==> src/design/rv_pkg.sv <==
package rv_pkg;

    localparam int XLEN       = 32;                 // Data and address width
    localparam int IMEM_DEPTH = 64;                 // Instruction words
    localparam int DMEM_DEPTH = 64;                 // Data words
    localparam int IMEM_AW    = $clog2(IMEM_DEPTH); // Instruction word index bits
    localparam int DMEM_AW    = $clog2(DMEM_DEPTH); // Data word index bits
    localparam int REG_AW     = 5;                  // Register index bits

    typedef enum logic [6:0] {
        OP_R      = 7'b0110011,                     // add sub and or slt
        OP_I      = 7'b0010011,                     // addi andi ori slti
        OP_LOAD   = 7'b0000011,                     // lw
        OP_STORE  = 7'b0100011,                     // sw
        OP_BRANCH = 7'b1100011,                     // beq bne
        OP_JAL    = 7'b1101111,
        OP_JALR   = 7'b1100111
    } op_e;

    typedef enum logic [1:0] {
        ALUOP_MEM    = 2'b00,                       // Address add
        ALUOP_BRANCH = 2'b01,                       // Compare by subtract
        ALUOP_ARITH  = 2'b10                        // Decode funct fields
    } alu_op_e;

    typedef enum logic [1:0] {
        IMM_I = 2'b00,
        IMM_S = 2'b01,
        IMM_B = 2'b10,
        IMM_J = 2'b11
    } imm_src_e;

    typedef enum logic [3:0] {
        ALU_ADD = 4'b0000,
        ALU_SUB = 4'b0001,
        ALU_AND = 4'b0010,
        ALU_OR  = 4'b0011,
        ALU_SLT = 4'b0101                           // Signed less than
    } alu_ctrl_e;

    typedef enum logic [1:0] {
        RES_ALU = 2'b00,                            // ALU result to rd
        RES_MEM = 2'b01,                            // Load data to rd
        RES_PC4 = 2'b10                             // Link address to rd
    } result_src_e;

    typedef struct packed {
        logic [6:0]        funct7;
        logic [REG_AW-1:0] rs2;
        logic [REG_AW-1:0] rs1;
        logic [2:0]        funct3;
        logic [REG_AW-1:0] rd;
        logic [6:0]        opcode;
    } r_view_t;

    typedef struct packed {
        logic [6:0]        imm_hi;                  // imm[11:5]
        logic [REG_AW-1:0] rs2;
        logic [REG_AW-1:0] rs1;
        logic [2:0]        funct3;
        logic [4:0]        imm_lo;                  // imm[4:0]
        logic [6:0]        opcode;
    } s_view_t;

    typedef union packed {
        r_view_t r_view;                            // R, I and J fields
        s_view_t s_view;                            // S and B fields
    } instr_u;

    typedef struct packed {
        logic              pc_src;                  // Branch or jal target
        result_src_e       result_src;
        logic              mem_write;
        logic              alu_src;                 // Immediate as ALU operand B
        logic              reg_write;
        logic              jalr_pc_src;             // Register based target
        alu_ctrl_e         alu_ctrl;
        logic [XLEN-1:0]   imm_op;
        logic [REG_AW-1:0] rs1;
        logic [REG_AW-1:0] rs2;
        logic [REG_AW-1:0] rd;
    } ctrl_t;

    typedef struct packed {
        logic               we;                     // Load strobe
        logic [IMEM_AW-1:0] addr;                   // Word index
        logic [XLEN-1:0]    data;
    } prog_wr_t;

endpackage

==> src/design/reg_file.sv <==
`timescale 1ns/1ps

module reg_file (
    input  logic                      clk_i,
    input  logic                      rst_i,      // Sync, active high
    input  logic                      we_i,       // Write enable
    input  logic [rv_pkg::REG_AW-1:0] rd_addr_i,  // Write index
    input  logic [rv_pkg::XLEN-1:0]   rd_data_i,  // Write data
    input  logic [rv_pkg::REG_AW-1:0] rs1_addr_i,
    input  logic [rv_pkg::REG_AW-1:0] rs2_addr_i,
    input  logic [rv_pkg::REG_AW-1:0] dbg_addr_i, // Debug read index
    output logic [rv_pkg::XLEN-1:0]   rs1_data_o,
    output logic [rv_pkg::XLEN-1:0]   rs2_data_o,
    output logic [rv_pkg::XLEN-1:0]   dbg_data_o
);

    logic [rv_pkg::XLEN-1:0] regs [32];           // x0..x31

    always_ff @(posedge clk_i) begin
        if (rst_i) begin
            for (int i = 0; i < 32; i++) begin
                regs[i] <= '0;                    // Architectural state cleared
            end
        end else if (we_i && (rd_addr_i != '0)) begin
            regs[rd_addr_i] <= rd_data_i;         // x0 writes dropped
        end
    end

    assign rs1_data_o = (rs1_addr_i == '0) ? '0 : regs[rs1_addr_i]; // x0 hardwired
    assign rs2_data_o = (rs2_addr_i == '0) ? '0 : regs[rs2_addr_i];
    assign dbg_data_o = (dbg_addr_i == '0) ? '0 : regs[dbg_addr_i]; // Same cycle

endmodule

==> config.mk <==
export PLATFORM = sky130hd
export DESIGN_NAME = reg_file
export DESIGN_NICKNAME = d
export VERILOG_FILES = /design/src/design/rv_pkg.sv /design/src/design/reg_file.sv
export SDC_FILE = /design/constraint.sdc
export NUM_CORES = 2
export LEC_CHECK = 0
export BUFFER_PORTS_ARGS = -buffer_cell sky130_fd_sc_hd__buf_2
export CELL_PAD_IN_SITES_DETAIL_PLACEMENT = 0
export CELL_PAD_IN_SITES_GLOBAL_PLACEMENT = 1
export CORE_MARGIN = 1.5
export CORE_UTILIZATION = 50
export DETAILED_ROUTE_END_ITERATION = 7
export PLACE_DENSITY_LB_ADDON = 0.1
export SETUP_SLACK_MARGIN = 0.1
export SYNTH_ARGS = -nofsm -noshare
export SYNTH_HDL_FRONTEND = slang
export SYNTH_SLANG_ARGS = --single-unit
==> constraint.sdc <==
create_clock -name clk_i -period 2.6 [get_ports clk_i]
set_input_delay 0.13 -clock clk_i [delete_from_list [all_inputs] [get_ports clk_i]]
set_output_delay 0.13 -clock clk_i [all_outputs]
set_load 0.01 [all_outputs]
==> reports/metrics.yaml <==
run_status: "finished, violations left"
failed_checks: "design-rule violations, max-capacitance violations, negative setup slack"
power_density_nw_per_um2: 596
die_area_um2: 127000
ys.flop_type: "sky130_fd_sc_hd__edfxtp_1"
number_of_flip_flops_under_the_largest_register_name: 1024
sum_of_buffers_and_inverters_on_the_critical_path: 2
max_clock_freq_ghz: 0.336
crit_arrival_ps: 2850
syn_area_per_cell_um2: 14.7
cp_top_family: "multiplexers"
syn_area_um2: 62600
ys.warnings.count: 0
route.vias.total: 43600
routabilityCongestion: 0.930
drt-initial-drc-count: 6607
grt_start_max_net_pins: 64
tritoncts: "done"
nets: 4630
timing.final.hold_violations: 0
registers_with_the_highest_flip_flop_counts: "regs x1024"
synthTopCellsByArea: "sky130_fd_sc_hd__edfxtp_1, sky130_fd_sc_hd__mux4_2, sky130_fd_sc_hd__and2_1"
place.port_buffers: 150
floorplan.rows: 129
root_buffer: "sky130_fd_sc_hd__clkbuf_16"
timing.critical_path.required_ps: 2470
gr-usage-all-layers_pct: 36.7
cts.clk_slew.worst_paths_ps: 60
synthCells: 4255
synth.most_common_cell: "sky130_fd_sc_hd__edfxtp_1"
top_area_cell_type_share_of_the_netlist_area_pct: 49.1
crit_path_start_kind: "register"
num_io_pins: 151
end_kind: "primary output"
drtPass1Iterations: 8
criticalPathCategory: "register to primary output"
gr-total-overflow: 0
period_needed_ps: 2980
design.core.area_um2: 124000
cts-root-to-sink-buffers: 3
crit_path_frequent_cell: "sky130_fd_sc_hd__mux4_2"
period_share_pct: 114
setup_repair_after_global_routing_missed_its_margin: "true"
ys_async_sr_fraction_pct: 0
htree_num_levels: 3
number_of_nets_still_failing_antenna_checks_after_routing: 0
chipWidth_um: 357
detail_route.vias_per_cell: 6.91
crit_path_cell_trace: "mux4_2, mux4_2, o22ai_2, nor3_2, buf_4, buf_6"
routed_wl_um: 233000
slew_headroom_pct: 1.58
drive_above_1_share_pct: 40.5
synthDominantAreaCellType: "sky130_fd_sc_hd__edfxtp_1"
power.total_mw: 44.8
post-route-worst-setup-slack_ps: -376
drc_errors: 20
mean_routed_wirelength_per_cell_um: 36.9
initial_antenna_violation_count: 13
power.leakage_nw: 26.6
hold_path.class: "primary input to register"
detailedPlacementHpwl_um: 153000
worst-slew-pin-transition_ps: 1470
grt_pass1_wl_um: 326000
synth.cells.most_frequent: "sky130_fd_sc_hd__edfxtp_1, sky130_fd_sc_hd__and2_1, sky130_fd_sc_hd__mux4_2"
clock_sinks: 1024
whs_ps: 57.6
max-vdd-ir-drop_v: 0.000571
tritoncts.num_buffers: 113
number_of_global_route_vias_before_repair: 42600
synth_edf_count: 1024
timing.critical_path.slowest_stage_cell: "sky130_fd_sc_hd__mux4_2"
drv.max_cap_violation_count: 1
max_flop_register: "regs"
syn2layout_area_growth_pct: 20.1
max_incr_delay_on_cp_ps: 640
slew_viol_final: 0
synth_cell_types: 47
critical_path.max_fanout: 3
floorplan.initialDensity_pct: 50.5
die_height_um: 357
yosys_register_bits: 1024
synth_sequential_area_ratio_pct: 49.1
finalSetupViolCount: 88
[worst paths after layout]
| path | from | to | slack (ps) | cells after the start |
|---|---|---|---|---|
| max | regs[25][19] | rs1_data_o[19] | -380 | 6 |
| min | rd_data_i[4] | regs[5][4] | 60 | 2 |
[per-stage QoR]
| stage | worst slack (ps) | cell area [um2] | std cells | setup TNS, ps | util [%] |
|---|---|---|---|---|---|
| 5_1_grt | -404 | 75200 | 6310 | -17380 | 60.7 |
| 4_1_cts | -419 | 74600 | 6276 | -16200 | 60.2 |
| 3_5_place_dp | -575 | 68000 | 5989 | -1800 | 54.8 |
| 2_1_floorplan | 677 | 62800 | 4286 | 0 | - |
| 3_3_place_gp | -614 | 68000 | 5989 | -1740 | 54.8 |
| 6_report | -376 | 75200 | 6318 | -13780 | 60.7 |
[final cells by class]
class                           count  area, um2
Fill cell                        9351      48700
Multi-Input combinational cell   2770      32600
Sequential cell                  1024      30700
Timing Repair Buffer              664       6070
Clock buffer                      133       2950
Tap cell                         1637       2050
Clock inverter                     77        808
Antenna cell                       11       27.5
Inverter                            2       7.51
[report_power, final]
part	internal, mW	switching [mW]
logic	3.87	4.52
clock network	9.64	6.96
registers	19.1	0.723
[timing repair]
action                                  CTS  global route
setup buffers                            76            33
pin swaps                               134            37
endpoints found under the hold margin    32             0
hold buffers                              1             0
gates resized for setup                 397            67
endpoints found under the setup margin   96            96
[cell usage in the layout (no fill, tap or decap), types with 30 or more instances in the layout]
| cell type | Yosys | layout |
|---|---|---|
| sky130_fd_sc_hd__nor3_2 | 0 | 37 |
| sky130_fd_sc_hd__o22ai_1 | 93 | 52 |
| sky130_fd_sc_hd__buf_2 | 85 | 129 |
| sky130_fd_sc_hd__and2_1 | 1013 | 1004 |
| sky130_fd_sc_hd__buf_4 | 38 | 393 |
| sky130_fd_sc_hd__a21oi_1 | 47 | 47 |
| sky130_fd_sc_hd__or2_2 | 34 | 34 |
| sky130_fd_sc_hd__clkinv_1 | 2 | 30 |
| sky130_fd_sc_hd__mux2i_1 | 308 | 303 |
| sky130_fd_sc_hd__nor2b_1 | 46 | 32 |
| sky130_fd_sc_hd__clkbuf_16 | 0 | 115 |
| sky130_fd_sc_hd__buf_6 | 24 | 37 |
| sky130_fd_sc_hd__edfxtp_1 | 1024 | 1024 |
| sky130_fd_sc_hd__nor2_4 | 0 | 33 |
| sky130_fd_sc_hd__mux2_2 | 68 | 57 |
| sky130_fd_sc_hd__conb_1 | 1 | 32 |
| sky130_fd_sc_hd__mux4_2 | 659 | 659 |
| sky130_fd_sc_hd__buf_12 | 0 | 98 |
| sky130_fd_sc_hd__a22oi_1 | 88 | 88 |
[per-layer routing]
| metal | track usage [%] | share of wire (%) | up-vias |
|---|---|---|---|
| met4 | 13.7 | 3.7 | 8 |
| met5 | 0 | 0.019 | - |
| li1 | - | - | 17500 |
| met2 | 54.8 | 45 | 2847 |
| met1 | 51.5 | 39 | 22800 |
| met3 | 10.0 | 12 | 454 |
[cells by family (layout without fill, tap and decap cells)]
group | Yosys count | in the layout | synth area share (%)
other cells | 1 | 43 | 0.00599
simple gates | 1279 | 1279 | 12.5
mux | 1035 | 1035 | 29.8
compound gates | 424 | 424 | 4.98
buf+inv | 492 | 876 | 3.64
flops | 1024 | 1024 | 49.1
No activity file was read; power rests on OpenSTA's default activity.
